File: src/logic/rmt_pkg.sv
`default_nettype none

package rmt_pkg;

	// stream beat
	localparam int DATA_WIDTH = 64;
	localparam int KEEP_WIDTH = 8;

	// packet header vector
	localparam int FIELD_WIDTH = 16;
	localparam int NUM_FIELDS = 4;
	localparam int VLAN_WIDTH = 12;

	// match-action pipeline
	localparam int NUM_STAGES = 4;
	localparam int TABLE_DEPTH = 16;
	localparam int INDEX_WIDTH = $clog2(TABLE_DEPTH);
	localparam int ACTION_WIDTH = 20;
	localparam int PKT_FIFO_DEPTH = 16;
	localparam int PHV_FIFO_DEPTH = 8;

	// AXI4-Lite map: stage in bits 7:6, entry in bits 5:2
	localparam int AXIL_ADDR_WIDTH = 8;
	localparam int AXIL_DATA_WIDTH = 32;
	localparam int STAGE_SEL_WIDTH = $clog2(NUM_STAGES);
	localparam int ADDR_STAGE_LSB = 6;
	localparam int ADDR_ENTRY_LSB = 2;
	localparam logic [1:0] RESP_OKAY = 2'b00;

	typedef enum logic [1:0] {
		op_none = 2'd0,
		op_set  = 2'd1,
		op_add  = 2'd2
	} action_op_t;

	typedef struct packed {
		logic [DATA_WIDTH-1:0] data;
		logic [KEEP_WIDTH-1:0] keep;
		logic                  last;
	} stream_beat_t;

	// field 0 sits in the low bits of the first beat
	typedef logic [NUM_FIELDS-1:0][FIELD_WIDTH-1:0] phv_t;

	typedef struct packed {
		action_op_t                    op;
		logic [$clog2(NUM_FIELDS)-1:0] field_sel;
		logic [FIELD_WIDTH-1:0]        imm;
	} action_t;

	typedef struct packed {
		logic [NUM_STAGES-1:0]  en;
		logic [INDEX_WIDTH-1:0] index;
		action_t                action;
	} table_write_t;

endpackage

`default_nettype wire

File: src/logic/vlan_filter.sv
`default_nettype none

module vlan_filter (
	input  wire                   clk,
	input  wire                   aresetn,
	input  wire [31:0]            vlan_drop_flags,
	input  wire rmt_pkg::stream_beat_t s_beat,
	input  wire                   s_valid,
	output logic                  s_ready,
	output rmt_pkg::stream_beat_t m_beat,
	output logic                  m_valid,
	input  wire                   m_ready
);
	import rmt_pkg::*;

	logic                  in_pkt;
	logic                  drop_pkt;
	logic [VLAN_WIDTH-1:0] vlan_id;
	logic                  drop_now;
	logic                  accept;

	assign vlan_id = s_beat.data[VLAN_WIDTH-1:0];

	// first beat decides, the rest of the packet follows the latched flag
	assign drop_now = in_pkt ? drop_pkt : vlan_drop_flags[vlan_id[4:0]];

	// dropped beats are swallowed without waiting on the output
	assign s_ready = drop_now || !m_valid || m_ready;
	assign accept = s_valid && s_ready;

	always_ff @(posedge clk) begin
		if (!aresetn) begin
			in_pkt <= 1'b0;
			drop_pkt <= 1'b0;
		end else if (accept) begin
			in_pkt <= !s_beat.last;
			drop_pkt <= drop_now;
		end
	end

	always_ff @(posedge clk) begin
		if (!aresetn) begin
			m_valid <= 1'b0;
		end else if (accept && !drop_now) begin
			m_valid <= 1'b1;
		end else if (m_ready) begin
			m_valid <= 1'b0;
		end
	end

	always_ff @(posedge clk) begin
		if (accept && !drop_now)
			m_beat <= s_beat;
	end

endmodule

`default_nettype wire

File: src/logic/header_parser.sv
`default_nettype none

module header_parser (
	input  wire                   clk,
	input  wire                   aresetn,
	input  wire rmt_pkg::stream_beat_t s_beat,
	input  wire                   s_valid,
	output logic                  s_ready,
	output rmt_pkg::stream_beat_t pkt_beat,
	output logic                  pkt_valid,
	input  wire                   pkt_ready,
	output rmt_pkg::phv_t         phv,
	output logic                  phv_valid,
	input  wire                   phv_ready
);

	logic in_pkt;
	logic fire;

	// every beat goes to the packet FIFO
	assign pkt_beat = s_beat;

	// the PHV is the first beat cut into fields
	assign phv = s_beat.data;

	// first beat needs the FIFO and stage 0 at once
	assign s_ready = pkt_ready && (in_pkt || phv_ready);
	assign pkt_valid = s_valid && (in_pkt || phv_ready);
	assign phv_valid = s_valid && !in_pkt && pkt_ready;
	assign fire = s_valid && s_ready;

	always_ff @(posedge clk) begin
		if (!aresetn) begin
			in_pkt <= 1'b0;
		end else if (fire) begin
			in_pkt <= !s_beat.last;
		end
	end

endmodule

`default_nettype wire

File: src/logic/sync_fifo.sv
`default_nettype none

module sync_fifo #(
	parameter int WIDTH = 8,
	parameter int DEPTH = 16
) (
	input  wire             clk,
	input  wire             aresetn,
	input  wire [WIDTH-1:0] din,
	input  wire             din_valid,
	output logic            din_ready,
	output logic [WIDTH-1:0] dout,
	output logic            dout_valid,
	input  wire             dout_ready
);

	logic [WIDTH-1:0]           mem [DEPTH];
	logic [$clog2(DEPTH)-1:0]   wr_ptr;
	logic [$clog2(DEPTH)-1:0]   rd_ptr;
	logic [$clog2(DEPTH+1)-1:0] count;
	logic                       push;
	logic                       pop;

	assign din_ready = (int'(count) != DEPTH);
	assign dout_valid = (count != '0);
	assign push = din_valid && din_ready;
	assign pop = dout_valid && dout_ready;

	// head word falls through without a read cycle
	assign dout = mem[rd_ptr];

	always_ff @(posedge clk) begin
		if (push)
			mem[wr_ptr] <= din;
	end

	always_ff @(posedge clk) begin
		if (!aresetn) begin
			wr_ptr <= '0;
			rd_ptr <= '0;
			count <= '0;
		end else begin
			if (push)
				wr_ptr <= (int'(wr_ptr) == DEPTH - 1) ? '0 : wr_ptr + 1'b1;
			if (pop)
				rd_ptr <= (int'(rd_ptr) == DEPTH - 1) ? '0 : rd_ptr + 1'b1;
			case ({push, pop})
				2'b10: count <= count + 1'b1;
				2'b01: count <= count - 1'b1;
				default: ;
			endcase
		end
	end

endmodule

`default_nettype wire

File: src/logic/match_action_stage.sv
`default_nettype none

module match_action_stage #(
	parameter int STAGE_ID = 0
) (
	input  wire                  clk,
	input  wire                  aresetn,
	input  wire rmt_pkg::phv_t   phv_in,
	input  wire                  in_valid,
	output logic                 in_ready,
	output rmt_pkg::phv_t        phv_out,
	output logic                 out_valid,
	input  wire                  out_ready,
	input  wire rmt_pkg::table_write_t tbl_wr,
	input  wire [rmt_pkg::INDEX_WIDTH-1:0] rd_index,
	output rmt_pkg::action_t     rd_entry
);
	import rmt_pkg::*;

	action_t               action_table [TABLE_DEPTH];
	logic [VLAN_WIDTH-1:0] vlan_id;
	action_t               act;
	phv_t                  phv_next;
	logic                  load;

	always_ff @(posedge clk) begin
		if (!aresetn) begin
			// every entry starts as op_none
			for (int i = 0; i < TABLE_DEPTH; i++)
				action_table[i] <= '0;
		end else if (tbl_wr.en[STAGE_ID]) begin
			action_table[tbl_wr.index] <= tbl_wr.action;
		end
	end

	assign rd_entry = action_table[rd_index];

	// lookup by the VLAN id the PHV carries right now
	assign vlan_id = phv_in[0][VLAN_WIDTH-1:0];
	assign act = action_table[vlan_id[INDEX_WIDTH-1:0]];

	always_comb begin
		phv_next = phv_in;
		case (act.op)
			op_set: phv_next[act.field_sel] = act.imm;
			op_add: phv_next[act.field_sel] = phv_in[act.field_sel] + act.imm;
			default: ;
		endcase
	end

	// elastic register, refills in the same cycle it drains
	assign in_ready = !out_valid || out_ready;
	assign load = in_valid && in_ready;

	always_ff @(posedge clk) begin
		if (!aresetn) begin
			out_valid <= 1'b0;
		end else if (load) begin
			out_valid <= 1'b1;
		end else if (out_ready) begin
			out_valid <= 1'b0;
		end
	end

	always_ff @(posedge clk) begin
		if (load)
			phv_out <= phv_next;
	end

endmodule

`default_nettype wire

File: src/logic/header_deparser.sv
`default_nettype none

module header_deparser (
	input  wire                   clk,
	input  wire                   aresetn,
	input  wire rmt_pkg::stream_beat_t pkt_beat,
	input  wire                   pkt_valid,
	output logic                  pkt_ready,
	input  wire rmt_pkg::phv_t    phv,
	input  wire                   phv_valid,
	output logic                  phv_ready,
	output rmt_pkg::stream_beat_t m_beat,
	output logic                  m_valid,
	input  wire                   m_ready
);

	logic in_pkt;
	logic out_free;
	logic fire;

	assign out_free = !m_valid || m_ready;

	// a first beat waits for its PHV, later beats only for room
	assign fire = pkt_valid && out_free && (in_pkt || phv_valid);
	assign pkt_ready = fire;
	assign phv_ready = fire && !in_pkt;

	always_ff @(posedge clk) begin
		if (!aresetn) begin
			in_pkt <= 1'b0;
		end else if (fire) begin
			in_pkt <= !pkt_beat.last;
		end
	end

	always_ff @(posedge clk) begin
		if (!aresetn) begin
			m_valid <= 1'b0;
		end else if (fire) begin
			m_valid <= 1'b1;
		end else if (m_ready) begin
			m_valid <= 1'b0;
		end
	end

	// PHV overwrites the whole first beat, keep and last come from the packet
	always_ff @(posedge clk) begin
		if (fire) begin
			m_beat.data <= in_pkt ? pkt_beat.data : phv;
			m_beat.keep <= pkt_beat.keep;
			m_beat.last <= pkt_beat.last;
		end
	end

endmodule

`default_nettype wire

File: src/logic/table_config.sv
`default_nettype none

module table_config (
	input  wire                                 clk,
	input  wire                                 aresetn,
	input  wire [rmt_pkg::AXIL_ADDR_WIDTH-1:0]  awaddr,
	input  wire                                 awvalid,
	output logic                                awready,
	input  wire [rmt_pkg::AXIL_DATA_WIDTH-1:0]  wdata,
	input  wire                                 wvalid,
	output logic                                wready,
	output logic [1:0]                          bresp,
	output logic                                bvalid,
	input  wire                                 bready,
	input  wire [rmt_pkg::AXIL_ADDR_WIDTH-1:0]  araddr,
	input  wire                                 arvalid,
	output logic                                arready,
	output logic [rmt_pkg::AXIL_DATA_WIDTH-1:0] rdata,
	output logic [1:0]                          rresp,
	output logic                                rvalid,
	input  wire                                 rready,
	output rmt_pkg::table_write_t               tbl_wr,
	output logic [rmt_pkg::INDEX_WIDTH-1:0]     rd_index,
	input  wire rmt_pkg::action_t               rd_entries [rmt_pkg::NUM_STAGES]
);
	import rmt_pkg::*;

	logic                       wr_go;
	logic                       rd_go;
	logic [STAGE_SEL_WIDTH-1:0] wr_stage;
	logic [STAGE_SEL_WIDTH-1:0] rd_stage;
	logic [NUM_STAGES-1:0]      wr_onehot;
	logic [ACTION_WIDTH-1:0]    rd_word;

	// write: address and data are taken together, one per response
	assign wr_go = awvalid && wvalid && !bvalid;
	assign awready = wr_go;
	assign wready = wr_go;
	assign bresp = RESP_OKAY;

	assign wr_stage = awaddr[ADDR_STAGE_LSB +: STAGE_SEL_WIDTH];

	always_comb begin
		wr_onehot = '0;
		wr_onehot[wr_stage] = 1'b1;
	end

	always_ff @(posedge clk) begin
		if (!aresetn) begin
			tbl_wr <= '0;
			bvalid <= 1'b0;
		end else begin
			tbl_wr.en <= wr_go ? wr_onehot : '0;
			if (wr_go) begin
				tbl_wr.index <= awaddr[ADDR_ENTRY_LSB +: INDEX_WIDTH];
				tbl_wr.action <= action_t'(wdata[ACTION_WIDTH-1:0]);
				bvalid <= 1'b1;
			end else if (bready) begin
				bvalid <= 1'b0;
			end
		end
	end

	// read: every stage shows the same index, pick one by address
	assign arready = !rvalid;
	assign rd_go = arvalid && arready;
	assign rd_stage = araddr[ADDR_STAGE_LSB +: STAGE_SEL_WIDTH];
	assign rd_index = araddr[ADDR_ENTRY_LSB +: INDEX_WIDTH];
	assign rd_word = rd_entries[rd_stage];
	assign rresp = RESP_OKAY;

	always_ff @(posedge clk) begin
		if (!aresetn) begin
			rvalid <= 1'b0;
		end else if (rd_go) begin
			rvalid <= 1'b1;
		end else if (rready) begin
			rvalid <= 1'b0;
		end
	end

	always_ff @(posedge clk) begin
		if (rd_go)
			rdata <= {{(AXIL_DATA_WIDTH - ACTION_WIDTH){1'b0}}, rd_word};
	end

endmodule

`default_nettype wire

File: src/logic/rmt_pipeline.sv
`default_nettype none

module rmt_pipeline (
	input  wire                                 clk,
	input  wire                                 aresetn,
	input  wire [31:0]                          vlan_drop_flags,
	input  wire [rmt_pkg::DATA_WIDTH-1:0]       s_axis_tdata,
	input  wire [rmt_pkg::KEEP_WIDTH-1:0]       s_axis_tkeep,
	input  wire                                 s_axis_tlast,
	input  wire                                 s_axis_tvalid,
	output logic                                s_axis_tready,
	output logic [rmt_pkg::DATA_WIDTH-1:0]      m_axis_tdata,
	output logic [rmt_pkg::KEEP_WIDTH-1:0]      m_axis_tkeep,
	output logic                                m_axis_tlast,
	output logic                                m_axis_tvalid,
	input  wire                                 m_axis_tready,
	input  wire [rmt_pkg::AXIL_ADDR_WIDTH-1:0]  awaddr,
	input  wire                                 awvalid,
	output logic                                awready,
	input  wire [rmt_pkg::AXIL_DATA_WIDTH-1:0]  wdata,
	input  wire                                 wvalid,
	output logic                                wready,
	output logic [1:0]                          bresp,
	output logic                                bvalid,
	input  wire                                 bready,
	input  wire [rmt_pkg::AXIL_ADDR_WIDTH-1:0]  araddr,
	input  wire                                 arvalid,
	output logic                                arready,
	output logic [rmt_pkg::AXIL_DATA_WIDTH-1:0] rdata,
	output logic [1:0]                          rresp,
	output logic                                rvalid,
	input  wire                                 rready
);
	import rmt_pkg::*;

	stream_beat_t           in_beat;
	logic                   intake_open;
	logic                   filt_s_ready;
	stream_beat_t           filt_beat;
	logic                   filt_valid;
	logic                   filt_ready;
	stream_beat_t           pkt_beat;
	logic                   pkt_valid;
	logic                   pkt_ready;
	stream_beat_t           pkt_head;
	logic                   pkt_head_valid;
	logic                   pkt_head_ready;
	phv_t                   stage_phv [NUM_STAGES+1];
	logic [NUM_STAGES:0]    stage_valid;
	logic [NUM_STAGES:0]    stage_ready;
	phv_t                   phv_head;
	logic                   phv_head_valid;
	logic                   phv_head_ready;
	stream_beat_t           out_beat;
	table_write_t           tbl_wr;
	logic [INDEX_WIDTH-1:0] rd_index;
	action_t                stage_entries [NUM_STAGES];

	assign in_beat = '{data: s_axis_tdata, keep: s_axis_tkeep, last: s_axis_tlast};

	// intake stops while either FIFO is full
	assign intake_open = pkt_ready && stage_ready[NUM_STAGES];
	assign s_axis_tready = filt_s_ready && intake_open;

	vlan_filter i_vlan_filter (
		.clk             (clk),
		.aresetn         (aresetn),
		.vlan_drop_flags (vlan_drop_flags),
		.s_beat          (in_beat),
		.s_valid         (s_axis_tvalid && intake_open),
		.s_ready         (filt_s_ready),
		.m_beat          (filt_beat),
		.m_valid         (filt_valid),
		.m_ready         (filt_ready)
	);

	header_parser i_header_parser (
		.clk       (clk),
		.aresetn   (aresetn),
		.s_beat    (filt_beat),
		.s_valid   (filt_valid),
		.s_ready   (filt_ready),
		.pkt_beat  (pkt_beat),
		.pkt_valid (pkt_valid),
		.pkt_ready (pkt_ready),
		.phv       (stage_phv[0]),
		.phv_valid (stage_valid[0]),
		.phv_ready (stage_ready[0])
	);

	sync_fifo #(
		.WIDTH ($bits(stream_beat_t)),
		.DEPTH (PKT_FIFO_DEPTH)
	) i_pkt_fifo (
		.clk        (clk),
		.aresetn    (aresetn),
		.din        (pkt_beat),
		.din_valid  (pkt_valid),
		.din_ready  (pkt_ready),
		.dout       (pkt_head),
		.dout_valid (pkt_head_valid),
		.dout_ready (pkt_head_ready)
	);

	for (genvar g = 0; g < NUM_STAGES; g++) begin : g_stage
		match_action_stage #(
			.STAGE_ID (g)
		) i_stage (
			.clk       (clk),
			.aresetn   (aresetn),
			.phv_in    (stage_phv[g]),
			.in_valid  (stage_valid[g]),
			.in_ready  (stage_ready[g]),
			.phv_out   (stage_phv[g+1]),
			.out_valid (stage_valid[g+1]),
			.out_ready (stage_ready[g+1]),
			.tbl_wr    (tbl_wr),
			.rd_index  (rd_index),
			.rd_entry  (stage_entries[g])
		);
	end

	sync_fifo #(
		.WIDTH ($bits(phv_t)),
		.DEPTH (PHV_FIFO_DEPTH)
	) i_phv_fifo (
		.clk        (clk),
		.aresetn    (aresetn),
		.din        (stage_phv[NUM_STAGES]),
		.din_valid  (stage_valid[NUM_STAGES]),
		.din_ready  (stage_ready[NUM_STAGES]),
		.dout       (phv_head),
		.dout_valid (phv_head_valid),
		.dout_ready (phv_head_ready)
	);

	header_deparser i_header_deparser (
		.clk       (clk),
		.aresetn   (aresetn),
		.pkt_beat  (pkt_head),
		.pkt_valid (pkt_head_valid),
		.pkt_ready (pkt_head_ready),
		.phv       (phv_head),
		.phv_valid (phv_head_valid),
		.phv_ready (phv_head_ready),
		.m_beat    (out_beat),
		.m_valid   (m_axis_tvalid),
		.m_ready   (m_axis_tready)
	);

	assign m_axis_tdata = out_beat.data;
	assign m_axis_tkeep = out_beat.keep;
	assign m_axis_tlast = out_beat.last;

	table_config i_table_config (
		.clk        (clk),
		.aresetn    (aresetn),
		.awaddr     (awaddr),
		.awvalid    (awvalid),
		.awready    (awready),
		.wdata      (wdata),
		.wvalid     (wvalid),
		.wready     (wready),
		.bresp      (bresp),
		.bvalid     (bvalid),
		.bready     (bready),
		.araddr     (araddr),
		.arvalid    (arvalid),
		.arready    (arready),
		.rdata      (rdata),
		.rresp      (rresp),
		.rvalid     (rvalid),
		.rready     (rready),
		.tbl_wr     (tbl_wr),
		.rd_index   (rd_index),
		.rd_entries (stage_entries)
	);

endmodule

`default_nettype wire

File: config.mk
export PLATFORM = sky130hd
export DESIGN_NAME = rmt_pipeline
export DESIGN_NICKNAME = d
export VERILOG_FILES = /design/src/logic/rmt_pkg.sv /design/src/logic/vlan_filter.sv /design/src/logic/header_parser.sv /design/src/logic/sync_fifo.sv /design/src/logic/match_action_stage.sv /design/src/logic/header_deparser.sv /design/src/logic/table_config.sv /design/src/logic/rmt_pipeline.sv
export SDC_FILE = /design/constraint.sdc
export NUM_CORES = 2
export LEC_CHECK = 0
export BUFFER_PORTS_ARGS = -buffer_cell sky130_fd_sc_hd__buf_2
export CAP_MARGIN = 20
export CORE_ASPECT_RATIO = 0.7
export CORE_MARGIN = 2
export CORE_UTILIZATION = 57
export CTS_CLUSTER_SIZE = 10
export DETAILED_ROUTE_END_ITERATION = 8
export GPL_TIMING_DRIVEN = 1
export PLACE_DENSITY_LB_ADDON = 0.25
export SLEW_MARGIN = 20
export SYNTH_ARGS = -nofsm -noshare
export SYNTH_HDL_FRONTEND = slang
export SYNTH_SLANG_ARGS = --single-unit
File: constraint.sdc
create_clock -name clk -period 9.09 [get_ports clk]
set_input_delay 0.909 -clock clk [delete_from_list [all_inputs] [get_ports clk]]
set_output_delay 0.909 -clock clk [all_outputs]
set_load 0.03 [all_outputs]
# Yosys cells after proc, flatten, opt, wreduce, memory -nomap -nowiden

Memories as Yosys holds them, arrays and structs flattened. A register that Yosys moved wholly into a read port is not among the register bits.
Cells that the tools add are included.
W data, S select, Z words.

Add/subtract/negate cells: 12
Order comparisons: 12
Eq/ne operators: 18
Mux-type cells: 96
Bitwise logic cells: 1
Reduce and logical (&&, ||, !) cells: 69

Operator list:

| cell                  | number |
|---|---|
| $bwmux W64            | 8 |
| $pmux W64 S2          | 4 |
| $bmux W16 S2          | 4 |
| $demux W16 S2         | 4 |
| $mux W16              | 8 |
| $mux W20              | 6 |
| $reduce_or A20 Y1     | 4 |
| $add A16 B16 Y16      | 4 |
| $mux W64              | 1 |
| $mux W4               | 12 |
| $bmux W20 S2          | 1 |
| $mux W1               | 40 |
| $logic_and A1 B1 Y1   | 29 |
| $reduce_bool A2 Y1    | 10 |
| $lt A2 B3 Y1 const B  | 5 |
| $logic_not A1 Y1      | 14 |
| $add A4 B1 Y4 const B | 3 |
| $eq A2 B1 Y1 const B  | 6 |
| $eq A2 B2 Y1 const B  | 6 |
| $mux W3               | 4 |
| $ge A2 B1 Y1 const B  | 5 |
| $pmux W5 S2           | 1 |
| $logic_or A1 B1 Y1    | 9 |
| $eq A4 B1 Y1 const B  | 2 |
| 16 further kinds      | 18 |

Register bits after elaboration: 485
Memory bits (writable): 2960
Output and inout port bits: 116
Memories: 6

Memories:

| name                            | words | width | rd ports | clocked after Yosys merged registers in | wr ports | RTL line                 | text |
|---|---|---|---|---|---|---|---|
| i_pkt_fifo.mem                  | 16    | 73    | 1        | 1                                       | 1        | sync_fifo.sv:17          | `logic [WIDTH-1:0] mem [DEPTH];` |
| i_phv_fifo.mem                  | 8     | 64    | 1        | 1                                       | 1        | sync_fifo.sv:17          |  |
| g_stage[0].i_stage.action_table | 16    | 20    | 2        | 1                                       | 16       | match_action_stage.sv:20 | `action_t action_table [TABLE_DEPTH];` |
| g_stage[1].i_stage.action_table | 16    | 20    | 2        | 1                                       | 16       | match_action_stage.sv:20 |  |
| g_stage[2].i_stage.action_table | 16    | 20    | 2        | 1                                       | 16       | match_action_stage.sv:20 |  |
| g_stage[3].i_stage.action_table | 16    | 20    | 2        | 1                                       | 16       | match_action_stage.sv:20 |  |

# Logic depth before layout (Yosys ltp)

Word-level depth: 11
Depth in mapped cells: 20

# Modules after synthesis

Synthesis repeated with hierarchy kept, for this count alone.

Cell total of the unflattened synthesis: 9562
Area total of the unflattened synthesis: 160716.6 µm²

By module, submodules not included:

| module                                   | times used | cells an instance | area each (µm²) | sequential area each (µm²) |
|---|---|---|---|---|
| sync_fifo at i_pkt_fifo                  | 1          | 1908              | 44634.1         | 35414.0 |
| match_action_stage at g_stage[0].i_stage | 1          | 1607              | 21931.0         | 11551.1 |
| match_action_stage at g_stage[1].i_stage | 1          | 1608              | 21929.8         | 11551.1 |
| match_action_stage at g_stage[2].i_stage | 1          | 1494              | 21501.9         | 11551.1 |
| match_action_stage at g_stage[3].i_stage | 1          | 1496              | 21420.5         | 11551.1 |
| sync_fifo at i_phv_fifo                  | 1          | 816               | 19905.3         | 15635.0 |
| header_deparser                          | 1          | 156               | 3155.5          | 2232.1 |
| vlan_filter                              | 1          | 139               | 2717.6          | 2252.2 |
| table_config                             | 1          | 191               | 2418.6          | 1201.2 |
| header_parser                            | 1          | 145               | 1089.8          | 20.0 |
| rmt_pipeline                             | 1          | 2                 | 12.5            | 0.0 |

# Least setup slack after synthesis

Ideal clock, no wire load.

Path kind: register -> register
From: register i_phv_fifo.count[0]
To: memory i_pkt_fifo.mem[3][0] (netlist name) (enable)
Setup time: 0.709 ns
Data arrival time: 8.793 ns
Data required time: 8.381 ns
Slack: -0.412 ns
Cell stages (with the launch flop): 7
Period minus slack after synthesis: 9.502 ns
Cells stage by stage: dfxtp_1 -> nor4b_1 -> and2_0 -> nand4_1 -> o21a_1 -> clkinv_1 -> nor4b_1

Cells in the longest elaborated chain, start to end: 10

RTL lines:

| item                             | RTL line                 | text |
|---|---|---|
| from (decl)                      | sync_fifo.sv:20          | `logic [$clog2(DEPTH+1)-1:0] count;` |
| from (signal assigned)           | sync_fifo.sv:48          | `2'b10: count <= count + 1'b1;` |
| from (signal assigned)           | sync_fifo.sv:49          | `2'b01: count <= count - 1'b1;` |
| $ne A4 B4 Y1                     | sync_fifo.sv:24          | `assign din_ready = (int'(count) != DEPTH);` |
| $logic_or A1 B1 Y1 (4 in series) | match_action_stage.sv:52 | `assign in_ready = !out_valid \|\| out_ready;` |
| $logic_or A1 B1 Y1               | header_parser.sv:28      | `assign pkt_valid = s_valid && (in_pkt \|\| phv_ready);` |
| $logic_and A1 B1 Y1              | header_parser.sv:28      |  |
| $logic_and A1 B1 Y1              | sync_fifo.sv:26          | `assign push = din_valid && din_ready;` |
| $mux W1                          | sync_fifo.sv:33          | `if (push)` |
| $mux W1 (not written as such)    | sync_fifo.sv:34          | `mem[wr_ptr] <= din;` |
| to (decl)                        | sync_fifo.sv:17          |  |

No other way between the ends.

==> impl_metrics.csv <==
group,metric,value,unit
synth,yosysSeqAreaShare,65.17,%
critical_path,critical_path_class,"flip-flop to flip-flop",
clock_tree,cts-hold-fix-buffers,0,
critical_path,r2r_setup_slack,2.59,ns
placed_design,portBuffers,245,
final_layout,post-route-util,63.64,%
drt,vias,92050,
sta,rsz0062_at_grt,"no",
sta,max_freq,153.9,MHz
sta,tightest_slew,1.188,ns
drt,viasPerCell,6.923,
clock_tree,cts_setup_buffers,0,
synth,syn_avg_cell_area,17.07,um2
placed_design,gp_congestion,0.9349,
synth,ys_ff_latch,3468,
sta,fin_setup_tns,0,ns
floorplan,die_h,445.2,um
synth,synthFlopType,"edfxtp_1",
synth,syn_area,158500,um2
clock_tree,clock-sinks,3468,
clock_tree,cts_tree,"built",
sta,slew_headroom,20.51,%
final_layout,area_growth,10.75,%
sta,skew,0.07554,ns
clock_tree,cts_root_buffer,"clkbuf_16",
floorplan,fp-row-count,161,
synth,synth_edf_count,3382,
power_and_ir_drop,power_density,224.8,nW/um2
placed_design,place_hpwl,285.0,mm
grt,grt_pass1_vias,90560,
sta,fin_crit_sh,71.47,%
clock_tree,ctsHtreeMaxLevel,5,
drt,drc_errors,0,
clock_tree,cts_buffers,392,
min_path,min_to,"i_vlan_filter.m_beat[7]$_DFFE_PP_",
synth,synth-async-reset-ratio,0,%
floorplan,io_pins,278,
grt,antenna_found_initial,54,
outcome,status,"finished, final reports clean",
final_layout,drive_above_1_share,26.00,%
sta,setup_ws,2.593,ns
final_layout,n_fill_cell,18510,
drt,dr.first_iter.drc_count,14980,
clock_tree,clock_path_buffers,4,
drt,wl_per_cell,35.21,um
drt,first_pass_iters,6,
critical_path,cp-end-kind,"flip-flop",
sta,hold_viol_final,0,
floorplan,core_area,275800,um2
drt,wl,468.3,mm
critical_path,cp.arrival,7.09,ns
min_path,hold_depth,1,
clock_tree,clk_pin_slew,0.06,ns
clock_tree,clk_latency,0.94,ns
critical_path,cp_max_fo,54,
floorplan,die_area,282300,um2
placed_design,place_area,164300,um2
placed_design,dp_slack,2.821,ns
synth,syn_inst,9286,
synth,synth_cell_types,77,
final_layout,most-common-layout-cells,"3382 x edfxtp_1, 1320 x mux4_2, 1297 x and2_1",
floorplan,die_x,634.2,um
final_layout,postLayoutCellArea,175500,um2
power_and_ir_drop,ir_drop,0.0002341,V
floorplan,start_util,57.46,%
final_layout,final_nets,9695,
sta,fin_crit,6.497,ns
critical_path,crit_required,9.68,ns
critical_path,reg2regPathDepth,14,
drt,antenna_left,0,
grt,track_usage,33.36,%
min_path,hp-class,"input pin to flip-flop",
critical_path,worst_r2r_endpoint,"g_stage[3].i_stage.phv_out[62]$_DFFE_PP_",
synth,yosysWarningCount,0,
power_and_ir_drop,power_leakage,57.57,nW
critical_path,worstSetupStartpointType,"flip-flop",
final_layout,final_common_cell,"edfxtp_1",
sta,slew_viol_final,0,
run,cap_violations,0,
grt,grt_first_pass_wirelength,661.9,mm
sta,finalSetupViolations,0,
grt,grt_max_degree,119,
grt,gr-total-overflow,0,
min_path,min_from,"s_axis_tkeep[6]",
clock_tree,post_cts_resized,0,
-- cells in the mapped netlist, drive strengths merged (4+ instances only) --
master,count,area share (%)
and2,1303,5.1
a21boi,38,0.18
nand4,5,0.020
dfxtp,86,1.1
o21bai,11,0.052
nand3,24,0.076
a222oi,6,0.038
edfxtp,3382,64
fa,6,0.076
a32oi,5,0.028
o22a,13,0.072
a21o,18,0.085
mux2,25,0.18
nor3b,6,0.028
xor2,15,0.083
a31oi,110,0.43
a21oi,238,0.75
and3,21,0.083
nand2,305,0.72
o21ai,593,1.9
a211oi,37,0.18
nand2b,19,0.080
a22o,11,0.061
a22oi,8,0.038
mux2i,133,0.85
nor2b,53,0.21
o22ai,16,0.063
xnor2,38,0.21
buf,182,0.55
nor4b,4,0.022
ha,84,0.66
inv,80,0.19
mux4,1334,19
clkbuf,602,1.4
nor3,27,0.085
nor4,7,0.028
or3,5,0.020
or2,11,0.043
nor2,362,0.87
o21a,20,0.095
-- worst max-delay path by stage --
stage | cells after the start | start | end | slack, ns
finish | 14 | flip-flop | g_stage[3].i_stage.phv_out[62]$_DFFE_PP_ | 2.59
global route | 11 | flip-flop | flip-flop | 2.40
CTS | 14 | flip-flop | g_stage[3].i_stage.phv_out[62]$_DFFE_PP_ | 2.81
detailed placement | 14 | flip-flop | g_stage[3].i_stage.phv_out[62]$_DFFE_PP_ | 2.82
floorplan | 6 | i_phv_fifo.count[0]$_SDFFE_PN0P_ | i_pkt_fifo.mem[0][0]$_DFFE_PP_ | 0.20
global placement | 14 | flip-flop | g_stage[3].i_stage.phv_out[14]$_DFFE_PP_ | 2.90
-- flip-flops by register name (all words and copies together) (netlist names), 5 cells and up, named ones only --
signal                        cells
g_stage.i_stage.action_table   1280
i_pkt_fifo.mem                 1168
i_phv_fifo.mem                  512
g_stage.i_stage.phv_out         256
i_header_deparser.m_beat         73
i_vlan_filter.m_beat             73
i_table_config.tbl_wr            28
i_table_config.rdata             20
i_pkt_fifo.count                  5
-- critical path: stages, from the launching register on --
cell      delay (ns)
dfxtp_4         0.94
mux4_1          0.68
mux4_2          0.78
mux4_2          0.32
ha_1            0.18
inv_1           0.08
fa_1            0.48
nor2b_1         0.12
o21ai_0         0.15
a21boi_0        0.57
o211a_1         0.32
nor2_1          0.08
and4_1          0.20
o41ai_1         1.00
a31oi_1         0.22
-- metal layers --
metal / wire length [um] / GRT usage [%]
met1: 174200 / 48.19
met2: 207400 / 48.67
met3: 68150 / 10.22
met4: 18450 / 11.65
met5: 127 / 0
-- final cells by class --
| type | instances | area [um2] | share of cell area (%) |
|---|---|---|---|
| sequential | 3468 | 103400 | 58.90 |
| multi-input combinational | 4966 | 52630 | 29.99 |
| clock buffer | 536 | 10540 | 6.005 |
| tap | 3667 | 4588 | 2.614 |
| timing repair buffer | 532 | 3656 | 2.083 |
| clock inverter | 22 | 344.1 | 0.1960 |
| inverter | 83 | 314.1 | 0.1789 |
| antenna | 23 | 57.56 | 0.03279 |
-- cell families after synthesis --
group | share of synthesized area (%)
mux | 20.02
other cells | 0.002366
buf+inv | 2.175
simple gates | 7.475
xor+xnor | 0.2929
flops | 65.17
compound gates | 4.124
fa+ha+maj | 0.7390
-- where the power goes --
part           switching (mW)  leakage [nW]  total, mW  internal [mW]
Clock                    6.04          5.25       14.1           8.05
Sequential              0.373          33.0       18.5           18.1
Combinational            4.50          19.4       6.89           2.39
Total                    10.9          57.6       39.5           28.5
-- through the flow --
step / total power [mW] / instances / hold WS (ns)
floorplan: 23.12 / 9301 / 0.4389
global placement: 25.27 / 12710 / 0.4590
detailed placement: 25.43 / 12710 / 0.4694
CTS: 39.32 / 13270 / 0.1084
global route: 40.63 / 13280 / 0.1115
finish: 39.45 / 13300 / 0.1424
No activity file was read; power rests on OpenSTA's default activity.
